$ cat src/elink_tx_macros.svh
/*
  Tunable FIFO depth and frame mask codes for the eLink transmit path.
  Include in any block that sizes a FIFO or drives the frame lanes.
*/
`ifndef ELINK_TX_MACROS_SVH
`define ELINK_TX_MACROS_SVH

// ############################################################
// Sizing
// ############################################################

// Entries per class FIFO, keep to a power of two
`define ELINK_TX_FIFO_DEPTH 4

// ############################################################
// Frame masks, one bit per byte lane
// ############################################################

// Header beat, low six bytes carry the transaction header
`define ELINK_FRAME_HEAD 8'h3F

// Data beat, all eight bytes valid
`define ELINK_FRAME_DATA 8'hFF

// Idle cycle
`define ELINK_FRAME_IDLE 8'h00

`endif

$ cat src/elink_tx_pkg.sv
/*
  Shared types for the eLink transmit path: mesh transaction, beat views
  and the write/read class indices. Imported by every block of the path.
*/
package elink_tx_pkg;

  // ############################################################
  // Traffic classes
  // ############################################################
  localparam int NUM_CLASSES = 2;                // Writes and read requests
  localparam int CLASS_W     = $clog2(NUM_CLASSES);

  typedef logic [CLASS_W-1:0] class_idx_t;

  localparam class_idx_t CLASS_WR = class_idx_t'(0); // write = 1
  localparam class_idx_t CLASS_RD = class_idx_t'(1); // write = 0

  // One mesh transaction, strobe travels beside it
  typedef struct packed {
    logic        write;
    logic [1:0]  datamode;
    logic [3:0]  ctrlmode;
    logic [31:0] dstaddr;
    logic [31:0] srcaddr;
    logic [31:0] data;
  } emesh_txn_t;

  // ############################################################
  // Parallel beat views
  // ############################################################

  // Header beat, byte order as seen by the serializer
  typedef struct packed {
    logic [15:0] unused;    // Top two bytes, not sent
    logic        rd_flag;   // B0, inverted write
    logic [6:0]  rsvd;      // B0, burst bits later
    logic [3:0]  ctrlmode;
    logic [31:0] dstaddr;   // Spans B1 to B5
    logic [1:0]  datamode;
    logic        write;
    logic        access;    // Always set on a header
  } tx_head_t;

  // Data beat
  typedef struct packed {
    logic [31:0] data;
    logic [31:0] srcaddr;
  } tx_body_t;

  // Same 64-bit word, decoded per frame type
  typedef union packed {
    tx_head_t head;
    tx_body_t body;
  } tx_beat_u;

endpackage

$ cat src/elink_tx_top.sv
/*
  Transmit side of the mesh link: classifier, per-class FIFOs, arbiter
  and protocol encoder. Drives parallel beats for an external serializer.
*/
`timescale 1ns/1ps

module elink_tx_top (
  input  logic                      txlclk_p,
  input  logic                      reset,
  input  logic                      emesh_access,
  input  elink_tx_pkg::emesh_txn_t  emesh_txn,
  output logic                      emesh_wr_wait,  // Upstream back-pressure
  output logic                      emesh_rd_wait,
  input  logic                      tx_wr_wait,
  input  logic                      tx_rd_wait,
  output logic [7:0]                txframe_p,
  output elink_tx_pkg::tx_beat_u    txdata_p
);

  import elink_tx_pkg::*;

  logic                               push;
  class_idx_t                         class_sel;
  emesh_txn_t                         push_txn;
  logic       [NUM_CLASSES-1:0]       fifo_empty;
  logic       [NUM_CLASSES-1:0]       fifo_full;
  logic       [NUM_CLASSES-1:0]       pop;
  emesh_txn_t [NUM_CLASSES-1:0]       fifo_head;
  logic                               arb_access;
  emesh_txn_t                         arb_txn;
  logic                               emtx_ack;
  logic                               wr_wait_sync;
  logic                               rd_wait_sync;

  // ############################################################
  // Input side
  // ############################################################
  emesh_classifier classifier_inst (
    .txlclk_p     (txlclk_p),
    .reset        (reset),
    .emesh_access (emesh_access),
    .emesh_txn    (emesh_txn),
    .push         (push),
    .class_sel    (class_sel),
    .push_txn     (push_txn)
  );

  for (genvar c = 0; c < NUM_CLASSES; c++) begin : g_fifo
    emesh_tx_fifo fifo_inst (
      .txlclk_p (txlclk_p),
      .reset    (reset),
      .push     (push && class_sel == class_idx_t'(c)), // Own class only
      .pop      (pop[c]),
      .push_txn (push_txn),
      .head     (fifo_head[c]),
      .empty    (fifo_empty[c]),
      .full     (fifo_full[c])
    );
  end

  // ############################################################
  // Output side
  // ############################################################
  tx_arbiter arbiter_inst (
    .txlclk_p     (txlclk_p),
    .reset        (reset),
    .fifo_empty   (fifo_empty),
    .fifo_head    (fifo_head),
    .wr_wait_sync (wr_wait_sync),
    .rd_wait_sync (rd_wait_sync),
    .emtx_ack     (emtx_ack),
    .pop          (pop),
    .arb_access   (arb_access),
    .arb_txn      (arb_txn)
  );

  eproto_tx proto_inst (
    .txlclk_p     (txlclk_p),
    .reset        (reset),
    .arb_access   (arb_access),
    .arb_txn      (arb_txn),
    .tx_wr_wait   (tx_wr_wait),
    .tx_rd_wait   (tx_rd_wait),
    .emtx_ack     (emtx_ack),
    .txframe_p    (txframe_p),
    .txdata_p     (txdata_p),
    .wr_wait_sync (wr_wait_sync),
    .rd_wait_sync (rd_wait_sync)
  );

  // Remote wait or no room left in the queue
  assign emesh_wr_wait = wr_wait_sync | fifo_full[CLASS_WR];
  assign emesh_rd_wait = rd_wait_sync | fifo_full[CLASS_RD];

endmodule

$ cat src/emesh_classifier.sv
/*
  Input stage of the transmit path. Registers each mesh transaction and
  steers it to the class FIFO picked by its write bit.
*/
`timescale 1ns/1ps

module emesh_classifier (
  input  logic                      txlclk_p,
  input  logic                      reset,
  input  logic                      emesh_access,  // One-cycle strobe
  input  elink_tx_pkg::emesh_txn_t  emesh_txn,
  output logic                      push,          // One cycle after strobe
  output elink_tx_pkg::class_idx_t  class_sel,
  output elink_tx_pkg::emesh_txn_t  push_txn
);

  import elink_tx_pkg::*;

  class_idx_t txn_class; // Class of the incoming word

  // Writes and read requests go to separate queues
  assign txn_class = emesh_txn.write ? CLASS_WR : CLASS_RD;

  // ############################################################
  // Strobe and class
  // ############################################################
  always_ff @(posedge txlclk_p) begin
    if (reset) begin
      push      <= 1'b0;
      class_sel <= CLASS_WR;
    end else begin
      push      <= emesh_access;
      if (emesh_access) begin
        class_sel <= txn_class; // Hold last class between pushes
      end
    end
  end

  // Payload, captured on every strobe
  always_ff @(posedge txlclk_p) begin
    if (emesh_access) begin
      push_txn <= emesh_txn;
    end
  end

endmodule

$ cat src/emesh_tx_fifo.sv
/*
  Per-class transaction queue with empty and full flags.
  The top builds one copy per class, head is read without a pop delay.
*/
`timescale 1ns/1ps
`include "elink_tx_macros.svh"

module emesh_tx_fifo #(
  parameter int DEPTH = `ELINK_TX_FIFO_DEPTH
) (
  input  logic                      txlclk_p,
  input  logic                      reset,
  input  logic                      push,
  input  logic                      pop,
  input  elink_tx_pkg::emesh_txn_t  push_txn,
  output elink_tx_pkg::emesh_txn_t  head,     // Oldest entry
  output logic                      empty,
  output logic                      full
);

  import elink_tx_pkg::*;

  localparam int PTR_W = $clog2(DEPTH);
  localparam int CNT_W = $clog2(DEPTH + 1);

  emesh_txn_t       mem [DEPTH];  // Storage, no reset
  logic [PTR_W-1:0] wr_ptr;
  logic [PTR_W-1:0] rd_ptr;
  logic [CNT_W-1:0] count;        // Occupancy
  logic             do_push;
  logic             do_pop;

  assign do_push = push & ~full;  // Dropped when full
  assign do_pop  = pop & ~empty;

  assign empty = (count == '0);
  assign full  = (count == CNT_W'(DEPTH));
  assign head  = mem[rd_ptr];

  // ############################################################
  // Pointers and occupancy
  // ############################################################
  always_ff @(posedge txlclk_p) begin
    if (reset) begin
      wr_ptr <= '0;
      rd_ptr <= '0;
      count  <= '0;
    end else begin
      if (do_push) begin
        wr_ptr <= wr_ptr + 1'b1;  // Wraps, depth is a power of two
      end
      if (do_pop) begin
        rd_ptr <= rd_ptr + 1'b1;
      end
      case ({do_push, do_pop})
        2'b10:   count <= count + 1'b1;
        2'b01:   count <= count - 1'b1;
        default: count <= count;  // Idle or push with pop
      endcase
    end
  end

  // Entry write
  always_ff @(posedge txlclk_p) begin
    if (do_push) begin
      mem[wr_ptr] <= push_txn;
    end
  end

endmodule

$ cat src/eproto_tx.sv
/*
  Protocol encoder. Turns one transaction into a header beat and a data
  beat for the serializer, and brings the remote waits into this clock.
*/
`timescale 1ns/1ps
`include "elink_tx_macros.svh"

module eproto_tx (
  input  logic                      txlclk_p,
  input  logic                      reset,
  input  logic                      arb_access,    // Level from arbiter
  input  elink_tx_pkg::emesh_txn_t  arb_txn,
  input  logic                      tx_wr_wait,    // Remote, async
  input  logic                      tx_rd_wait,    // Remote, async
  output logic                      emtx_ack,      // With the header beat
  output logic [7:0]                txframe_p,
  output elink_tx_pkg::tx_beat_u    txdata_p,
  output logic                      wr_wait_sync,
  output logic                      rd_wait_sync
);

  import elink_tx_pkg::*;

  tx_head_t head_beat;
  tx_body_t body_beat;
  logic     wr_wait_meta;  // First sync stage
  logic     rd_wait_meta;

  // ############################################################
  // Beat contents
  // ############################################################
  always_comb begin
    head_beat          = '0;
    head_beat.rd_flag  = ~arb_txn.write;
    head_beat.ctrlmode = arb_txn.ctrlmode;
    head_beat.dstaddr  = arb_txn.dstaddr;
    head_beat.datamode = arb_txn.datamode;
    head_beat.write    = arb_txn.write;
    head_beat.access   = arb_access;  // High whenever a header goes out
  end

  always_comb begin
    body_beat.data    = arb_txn.data;
    body_beat.srcaddr = arb_txn.srcaddr;
  end

  // ############################################################
  // Two-beat sequencer
  // ############################################################
  always_ff @(posedge txlclk_p) begin
    if (reset) begin
      emtx_ack  <= 1'b0;
      txframe_p <= `ELINK_FRAME_IDLE;
      txdata_p  <= '0;
    end else if (arb_access && !emtx_ack) begin
      // New transaction, header first
      emtx_ack      <= 1'b1;
      txframe_p     <= `ELINK_FRAME_HEAD;
      txdata_p.head <= head_beat;
    end else if (emtx_ack) begin
      // Second beat, txn still held by arbiter
      emtx_ack      <= 1'b0;
      txframe_p     <= `ELINK_FRAME_DATA;
      txdata_p.body <= body_beat;
    end else begin
      emtx_ack  <= 1'b0;
      txframe_p <= `ELINK_FRAME_IDLE;
      txdata_p  <= '0;  // Quiet lanes
    end
  end

  // ############################################################
  // Remote wait synchronizers
  // ############################################################
  always_ff @(posedge txlclk_p) begin
    if (reset) begin
      wr_wait_meta <= 1'b0;
      wr_wait_sync <= 1'b0;
      rd_wait_meta <= 1'b0;
      rd_wait_sync <= 1'b0;
    end else begin
      wr_wait_meta <= tx_wr_wait;
      wr_wait_sync <= wr_wait_meta;  // Two cycles from pin
      rd_wait_meta <= tx_rd_wait;
      rd_wait_sync <= rd_wait_meta;
    end
  end

endmodule

$ cat src/tx_arbiter.sv
/*
  Round-robin arbiter over the class FIFOs. Skips waiting classes, holds
  the granted transaction until the encoder acks, then pops its FIFO.
*/
`timescale 1ns/1ps

module tx_arbiter (
  input  logic                                                    txlclk_p,
  input  logic                                                    reset,
  input  logic [elink_tx_pkg::NUM_CLASSES-1:0]                    fifo_empty,
  input  elink_tx_pkg::emesh_txn_t [elink_tx_pkg::NUM_CLASSES-1:0] fifo_head,
  input  logic                                                    wr_wait_sync,
  input  logic                                                    rd_wait_sync,
  input  logic                                                    emtx_ack,
  output logic [elink_tx_pkg::NUM_CLASSES-1:0]                    pop,
  output logic                                                    arb_access,
  output elink_tx_pkg::emesh_txn_t                                arb_txn
);

  import elink_tx_pkg::*;

  logic [NUM_CLASSES-1:0] cls_wait;  // Remote wait per class
  logic [NUM_CLASSES-1:0] eligible;
  logic                   load_ok;   // Free or finishing this cycle
  logic                   pick_valid;
  class_idx_t             pick;
  class_idx_t             grant;     // Class currently presented
  class_idx_t             rr_ptr;    // First class to look at

  assign cls_wait[CLASS_WR] = wr_wait_sync;
  assign cls_wait[CLASS_RD] = rd_wait_sync;

  assign load_ok = ~arb_access | emtx_ack;

  // ############################################################
  // Eligibility and round-robin pick
  // ############################################################
  always_comb begin
    for (int c = 0; c < NUM_CLASSES; c++) begin
      // Class being popped right now still shows its old head
      eligible[c] = ~fifo_empty[c] & ~cls_wait[c]
                    & ~(arb_access && grant == class_idx_t'(c));
      pop[c]      = arb_access & emtx_ack & (grant == class_idx_t'(c));
    end
  end

  always_comb begin
    class_idx_t cand;
    pick       = rr_ptr;
    pick_valid = 1'b0;
    // Walk backwards so the nearest class to rr_ptr wins
    for (int i = NUM_CLASSES - 1; i >= 0; i--) begin
      cand = class_idx_t'((int'(rr_ptr) + i) % NUM_CLASSES);
      if (eligible[cand]) begin
        pick       = cand;
        pick_valid = 1'b1;
      end
    end
  end

  // ############################################################
  // Grant state
  // ############################################################
  always_ff @(posedge txlclk_p) begin
    if (reset) begin
      arb_access <= 1'b0;
      grant      <= CLASS_WR;
      rr_ptr     <= CLASS_WR;
    end else if (load_ok) begin
      arb_access <= pick_valid;  // Drops on ack unless a new one is ready
      if (pick_valid) begin
        grant  <= pick;
        rr_ptr <= class_idx_t'((int'(pick) + 1) % NUM_CLASSES); // Past winner
      end
    end
  end

  // Held steady through the ack cycle
  always_ff @(posedge txlclk_p) begin
    if (load_ok && pick_valid) begin
      arb_txn <= fifo_head[pick];
    end
  end

endmodule
$ cat config.mk
export PLATFORM = sky130hd
export DESIGN_NAME = elink_tx_top
export DESIGN_NICKNAME = d
export VERILOG_FILES = /design/src/elink_tx_pkg.sv /design/src/elink_tx_top.sv /design/src/emesh_classifier.sv /design/src/emesh_tx_fifo.sv /design/src/eproto_tx.sv /design/src/tx_arbiter.sv
export VERILOG_INCLUDE_DIRS = /design/src
export SDC_FILE = /design/constraint.sdc
export NUM_CORES = 1
export LEC_CHECK = 0
export BUFFER_PORTS_ARGS = -buffer_cell sky130_fd_sc_hd__buf_2
export CORE_MARGIN = 8
export CORE_UTILIZATION = 55
export DETAILED_ROUTE_END_ITERATION = 10
export GPL_TIMING_DRIVEN = 1
export PLACE_DENSITY = 0.73
export SLEW_MARGIN = 20
export SYNTH_ARGS = -nofsm -noshare
export SYNTH_HDL_FRONTEND = slang
export SYNTH_HIERARCHICAL = 1
export SYNTH_SLANG_ARGS = --single-unit
$ cat constraint.sdc
create_clock -name txlclk_p -period 6.15 [get_ports txlclk_p]
set_clock_uncertainty 0.15 [all_clocks]
set_input_delay 0.3075 -clock txlclk_p [delete_from_list [all_inputs] [get_ports txlclk_p]]
set_output_delay 0.3075 -clock txlclk_p [all_outputs]
set_load 0.05 [all_outputs]
==> out/results.txt, run 1 <==
Leaving out fill and tap cells, the most frequent cell in the layout is edfxtp_1. Number of flops mapped to enable cells by yosys: 1,030. The number of buffers between clock root and the deepest sink is 3, and the final worst slack is 2788 ps. After global routing the overflow that remains totals 0. Clock tree synthesis inserted a total of 107 buffers. Via count of the first global-routing pass: 20,240. The tools report the root cell of the clock tree as clkbuf_16.

Summing over every cut layer, the via total after detailed routing is 18,810. The tools report the final-layout worst hold slack as 157.5 ps. STA puts the critical path data required time at 6400 ps.

The share of the cycle needed by the critical path after routing was 0.5467; the cell internal power dissipation was 12.95 mW. For the pin with the worst max-slew slack, the measured transition is 1035 ps. The switching power share of the total was 0.2089. The tree built by TritonCTS fans out to 1,124 sinks. Endpoint type of the worst setup path: a flip-flop.

For the synthesized netlist net count, the log shows 1,906. The tools report the total wirelength of the detailed-routed design as 84.71 mm. Relative to the synthesized area, the layout overhead comes to 15.68%. Synthesis inferred 1,124 register bits. For this run, the leading register cell type out of synthesis is edfxtp_1.

The number of detailed-route iterations in the first pass came out at 5. For the number of max-slew violations in the final report, the log shows 0. The floorplan has 100 rows. For the overall track demand over capacity in global routing, the log shows 0.2039. The area of the core was 74,200 um^2; the leakage power figure was 15.40 nW. The setup path with the least slack is of type flip-flop to flip-flop. The initial core utilization is 0.5530.

The type of the worst min-delay path is primary input to flip-flop. In this run the remaining antenna-violating nets after routing total 0. For the worst-skew pair, the clock arrives at the later sink with an insertion delay of 670 ps. Detailed placement finished with a half-perimeter wire length of 45.12 mm. Across all register-to-register paths, the minimum setup slack is 2790 ps. The post-place setup slack came out at 2739 ps. At the end of the flow, the number of nets in the layout was 2,249. Share of post-route cells with drive strength above 1: 0.2999.

The cell area after synthesis is 41,030 um^2. The final estimated routing congestion in global placement is 0.7356. The tools report the die footprint as 83,590 um^2. The share of synthesized flip-flops with an asynchronous set or reset came out at 0. For hold timing, the worst endpoint is classifier_inst/push_txn[67]. The end of the worst register-to-register path was arbiter_inst/arb_txn[35]. Port buffering added 181 buffers.

Setup repair after global routing left no endpoint under its margin. The highest clock frequency the design can meet was 297.4 MHz. Entering global routing, the biggest net connects 108 pins.

In this run the power spent charging and discharging nets is 3.419 mW. Worst relative slew slack: 0.3103. The number of distinct library cells after synthesis came out at 45. The chip width works out to 289.1 um. In the routed layout, each cell is associated on average with a via count of 5.896.

The critical path goes through buf_4, or3_1, o211ai_4, buf_12, mux2_2. Measured along the y axis, the die boundary spans 289.1 um. The run gives 0.044 as the relative contribution of combinational cells to total power. Counting every instance in the synthesized netlist gives 1,786. Total power for the finished layout comes to 16.37 mW. Dividing total power by cell area gives a power density of 344.8 nW/um^2. The first routing iteration left 1,767 violations. Minimum clock period: 3362 ps. Among all stages on the critical path, the largest delay is contributed by buf_12. Across the run, the number of max-cap violations was 0. The nature of the critical path startpoint was a flip-flop. TritonCTS built the clock tree.

In this run the most critical hold path is launched from emesh_access. The first global-routing pass estimated 125.4 mm of wire. In the final routed layout, each cell accounts on average for 26.55 um.

In this run the critical register-to-register path is launched from arbiter_inst/arb_access. The number of cells on the worst hold path was 1. The data arrival time at the worst-slack endpoint was 3620 ps; the initial antenna violation count was 4. The run finished with clean final reports. During synthesis, Yosys emitted a total of 6 warnings. The power share of the sequential group came out at 0.542.

The run gives 0.414 as the clock group share of total power. For this run, design rule violations remaining after detail routing come to 0. The hold violation count in the final report was 0. Along the worst path, the maximum fanout reaches 90.

The number of cells on the worst reg-to-reg path is 5. In this design, the stage delay of the slowest critical-path cell is 590 ps. The sequential-to-total area share from yosys stat was 0.7997; the worst voltage drop across the vdd grid was 0.0002301 V.

In the layout the commonest cells are edfxtp_1, mux4_2, buf_2. The logs give 3 for the H-tree depth reported by CTS and 0 for the count of cells resized by post-cts repair. In this run the count of I/O pins placed on the die edge is 182. Each instance of the synthesized netlist takes up on average 22.97 um^2.

After clock tree synthesis, the clock-pin slew on the worst setup and hold paths is 60 ps. Setup violations remaining at the end of the flow were counted as 0.
-- how the worst max path moves through the flow --
stage | slack [ps] | end | startpoint
after floorplan | -270 | arbiter_inst/rr_ptr | g_fifo[0].fifo_inst/count[0]
final | 2790 | arbiter_inst/arb_txn[35] | arbiter_inst/arb_access
after global placement | 2800 | arbiter_inst/arb_txn[37] | arbiter_inst/arb_access
after global routing | 2650 | arbiter_inst/arb_txn[90] | arbiter_inst/arb_access
after CTS | 2730 | arbiter_inst/arb_txn[27] | arbiter_inst/arb_access
after detailed placement | 2740 | arbiter_inst/arb_txn[40] | arbiter_inst/arb_access
-- layout make-up --
| cell class | count | area, um^2 |
|---|---|---|
| Sequential cell | 1124 | 32840 |
| Fill cell | 4786 | 26740 |
| Multi-Input combinational cell | 559 | 7387 |
| Clock buffer | 142 | 2920 |
| Timing Repair Buffer | 319 | 2265 |
| Tap cell | 969 | 1212 |
| Clock inverter | 59 | 765.7 |
| Inverter | 18 | 67.56 |
| Antenna cell | 1 | 2.502 |
-- logic make-up (layout without fill, tap and decap cells) --
family                   Yosys count  count (layout)  synth area share
XOR/XNOR                           6               6          0.001281
flip-flops                      1124            1124            0.7997
AND/OR/NAND/NOR                  162             162           0.02241
AO/OA/AOI/OAI                     68              68          0.009454
adder cells (fa/ha/maj)           12              12          0.004026
multiplexers                     311             311            0.1418
other                              0               1                 0
buffers and inverters            103             538           0.02126
-- metal layers --
| layer | up-vias | global-route usage | part of all wire |
|---|---|---|---|
| met5 | - | 0 | 0 |
| met3 | 127 | 0.04305 | 0.074 |
| li1 | 7984 | - | - |
| met1 | 9948 | 0.2639 | 0.39 |
| met2 | 755 | 0.3483 | 0.51 |
| met4 | 0 | 0.06224 | 0.025 |
-- critical path: cells and delay by family, from the launching register on --
kind	cells	cell delay, ps
buf+inv	2	940
flops	1	460
compound gates	1	580
mux	1	410
simple gates	1	480
-- Yosys cell counts, types with 3 or more instances --
cell	number	area [um^2]
mux2_2	55	619.3
buf_12	20	400.4
buf_2	20	100.1
or3_1	7	43.79
inv_1	18	67.56
nor2b_1	8	50.05
a21oi_1	46	230.2
o21ai_0	9	45.04
nand2_1	41	153.9
xor2_1	6	52.55
buf_1	10	37.54
dfxtp_1	94	1882
clkbuf_1	7	26.28
mux2_1	48	540.5
nand2b_1	5	31.28
and2_1	31	193.9
mux4_2	206	4639
nor2_1	20	75.07
ha_1	10	125.1
nand3b_1	37	277.8
buf_4	22	165.2
nor3b_1	3	22.52
edfxtp_1	1030	30930
buf_6	4	45.04
-- flip-flops by register name, indices dropped and copies added, names as in the netlist, named ones only --
signal and count:
proto_inst/wr_wait_sync 1, g_fifo.fifo_inst/mem 824, arbiter_inst/arb_txn 103, g_fifo.fifo_inst/wr_ptr 4
proto_inst/txdata_p 64, arbiter_inst/rr_ptr 1, proto_inst/txframe_p 2, arbiter_inst/arb_access 1
proto_inst/emtx_ack 1, g_fifo.fifo_inst/count 6, classifier_inst/push 1, proto_inst/rd_wait_sync 1
proto_inst/wr_wait_meta 1, arbiter_inst/grant 1, classifier_inst/push_txn 103, g_fifo.fifo_inst/rd_ptr 4
proto_inst/rd_wait_meta 1, classifier_inst/class_sel 1
-- metrics by stage --
step	cell area, um^2	utilization	instances	setup TNS, ps
final	47460	0.6397	3191	0
after global routing	47460	0.6396	3190	0
after floorplan	41050	-	1786	-24560
after CTS	47460	0.6396	3190	0
after detailed placement	42690	0.5754	2881	0
after global placement	42690	0.5754	2881	0
-- power groups by stage --
stage | clock, mW | combinational (mW) | sequential, mW
2_1_floorplan | 0 | 0.392 | 9.04
3_3_place_gp | 0 | 0.670 | 9.00
3_5_place_dp | 0 | 0.681 | 9.02
4_1_cts | 6.88 | 0.740 | 8.86
5_1_grt | 7.18 | 0.773 | 8.89
6_report | 6.77 | 0.728 | 8.86
-- repair_timing --
action                                 in CTS  in global routing
hold buffers                              108                  0
endpoints found under the hold margin     118                  0
buffers inserted                            0                  0
setup endpoints to repair                   0                  0
Power figures use the tool's default switching activity.
==> run 2: changes to the inputs <==
==> constraint.sdc (replaced) <==
create_clock -name txlclk_p -period 3 [get_ports txlclk_p]
set_clock_uncertainty 0.15 [all_clocks]
set_input_delay 0.15 -clock txlclk_p [delete_from_list [all_inputs] [get_ports txlclk_p]]
set_output_delay 0.15 -clock txlclk_p [all_outputs]
set_load 0.05 [all_outputs]
==> out/results.txt, run 2 (same netlist as run 1, synthesis figures left out) <==
The number of cells on the worst hold path is 2, and the data arrival time at the worst-slack endpoint is 2980 ps. The number of buffers added by the clock tree synthesis step came out at 107. The power density over cell area came out at 695.6 nW/um^2. The share of post-route cells with drive strength above 1 is 0.3099. The chip width was 289.1 um.

The per-cell routed wire length was 27.39 um. The min-delay analysis places its worst path in the category primary input to flip-flop. The flip-flop count of the largest register after layout was 824. For the DRC violation count after routing, the log shows 0. Setup repair after global routing left no endpoint under its margin. The tree built by TritonCTS fans out to 1,124 sinks.

For the number of max-slew violations in the final report, the log shows 0. Detailed placement finished with a half-perimeter wire length of 49.65 mm. At the later pin of the worst-skew pair, clock insertion delay measures 690 ps. Number of detailed-route iterations in the first pass: 5.

The initial antenna violation count came out at 1. Dividing the detail-routed via count by the number of cells gives 5.946. The tools report the global-route congestion overflow total as 0. Counting flops per register, the top entry is g_fifo.fifo_inst/mem.

In this run, post-CTS hold repair placed 114 buffers. The tool flagged a number of max-cap violations equal to 0. For the worst flop-to-flop path, the logic depth is 5. The logs give 24.63 ps for the final-layout worst hold slack and 15.74 nW for the leakage power figure.

The vertical die dimension was 289.1 um; the reg-to-reg setup timing slack was 300 ps. The count of buffers added on input and output ports is 181. The nature of the critical path startpoint was a flip-flop. Of all nets on the critical path, the largest fanout is 36. TritonCTS built the clock tree.

The minimum clock period works out to 2701 ps. Root cell of the clock tree: clkbuf_16. Clock-pin slew was measured on the worst setup and hold paths at 60 ps. The worst relative slew slack came out at 0.5217. The number of setup violations in the final report was 0. The run gives 19,210 as the detailed-route via count. For the pin with the worst max-slew slack, the measured transition is 717.5 ps.

The number of standard-cell rows in the floorplan is 100, and the initial core utilization is 0.5530. At the end of routability-driven placement, the weighted congestion stood at 0.7661. The post-layout utilization of the core was 0.6502; the via count of the first global-routing pass was 20,540. The worst setup path is captured at a flip-flop. Overall track demand over capacity in global routing: 0.2142. The total wirelength of the detailed-routed design was 88.49 mm. In the final layout, the registers with the most flip-flops are g_fifo.fifo_inst/mem x824, arbiter_inst/arb_txn x103, classifier_inst/push_txn x103. The worst setup path is of the flip-flop to flip-flop kind.

The data required time of the worst path was 3280 ps. Entering global routing, the biggest net connects 71 pins. The tools report the highest clock frequency the design can meet as 370.3 MHz. The filler cells instantiated in the layout total 4,748.

The share of the cycle needed by the critical path after routing was 0.9002. The tools report the area of the core as 74,200 um^2. Total power for the finished layout comes to 33.56 mW. Leaving out fill and tap cells, the most frequent cell in the layout is edfxtp_1. The die covers 83,590 um^2. For the count of cells resized by post-cts repair, the log shows 0. The hold violation count in the final report is 0. After clock tree synthesis, the setup repair step added 0 buffers. The count of nets left with antenna violations once routing finished came out at 0.

The library cells used most frequently in the layout, excluding fill and tap cells, are edfxtp_1, mux4_2, buf_2. The run finished with clean final reports. In this run the number of H-tree levels came out at 3.

The tools report the violation count after the first detailed-route iteration as 1,824. The run gives 182 as the number of primary I/O pins. No sink is reached through more buffers than the 3 on the longest clock path. The repair_antennas step left the layout with diodes totalling 0. The number of nets in the finished design is 2,289, and the post-synthesis to final-layout area growth is 17.59%. The global-route wire length before repair was 131.1 mm; the worst voltage drop across the vdd grid was 0.0005426 V.
## run 2: cell count changes in the layout (fill, tap and decap cells not counted), moves of 4 or more
cell,before,now
buf_12,4,45
clkinv_2,20,29
buf_4,27,20
dlygate4sd3_1,108,114
clkbuf_1,25,21
clkinv_1,8,12
clkinvlp_4,7,3
inv_6,5,1
## run 2: final cells by class
type                       instances  area [um^2]  share of cell area
sequential                      1124        32840              0.6807
timing repair buffer             359         3093             0.06411
clock inverter                    65        753.2             0.01561
tap                              969         1212             0.02513
multi-input combinational        559         7387              0.1531
clock buffer                     137         2892             0.05993
inverter                          18        67.56            0.001400
## run 2: worst max-delay path, cell delays in order, from the launching register on
cell and delay [ps]:
dfxtp_2 340, nor3_1 430, nor2_1 180, o211ai_4 600, buf_12 350, mux2_2 380
## run 2: path summary, 6_finish.rpt
| path | start | to |
|---|---|---|
| worst max register to register | g_fifo[1].fifo_inst/count[1] | arbiter_inst/arb_txn[17] |
| worst min register to register | arbiter_inst/arb_txn[10] | proto_inst/txdata_p[42] |
| worst min-delay path | emesh_txn[67] | classifier_inst/push_txn[67] |
| worst max-delay path | g_fifo[1].fifo_inst/count[1] | arbiter_inst/arb_txn[17] |
## run 2: where the power goes
group          internal, mW  switching [mW]  total (mW)
Sequential             17.8           0.375        18.2
Combinational         0.643           0.957        1.60
Clock                  8.05            5.75        13.8
## run 2: through the flow
step           setup TNS [ps]  setup slack, ps  std cells  area, um^2
2_1_floorplan         -355310            -3416       1786       41060
3_3_place_gp                0            355.0       2915       43460
3_5_place_dp                0            320.5       2915       43460
4_1_cts                     0            321.3       3231       48250
5_1_grt                     0            171.5       3231       48250
6_report                    0            299.5       3231       48250
## run 2: per-layer routing
metal / vias up / global-route usage / share of wire
li1: 8070 / - / -
met4: 2 / 0.06614 / 0.027
met1: 10180 / 0.2847 / 0.39
met2: 817 / 0.3639 / 0.51
met5: - / 0 / 0.00015
met3: 139 / 0.03701 / 0.072
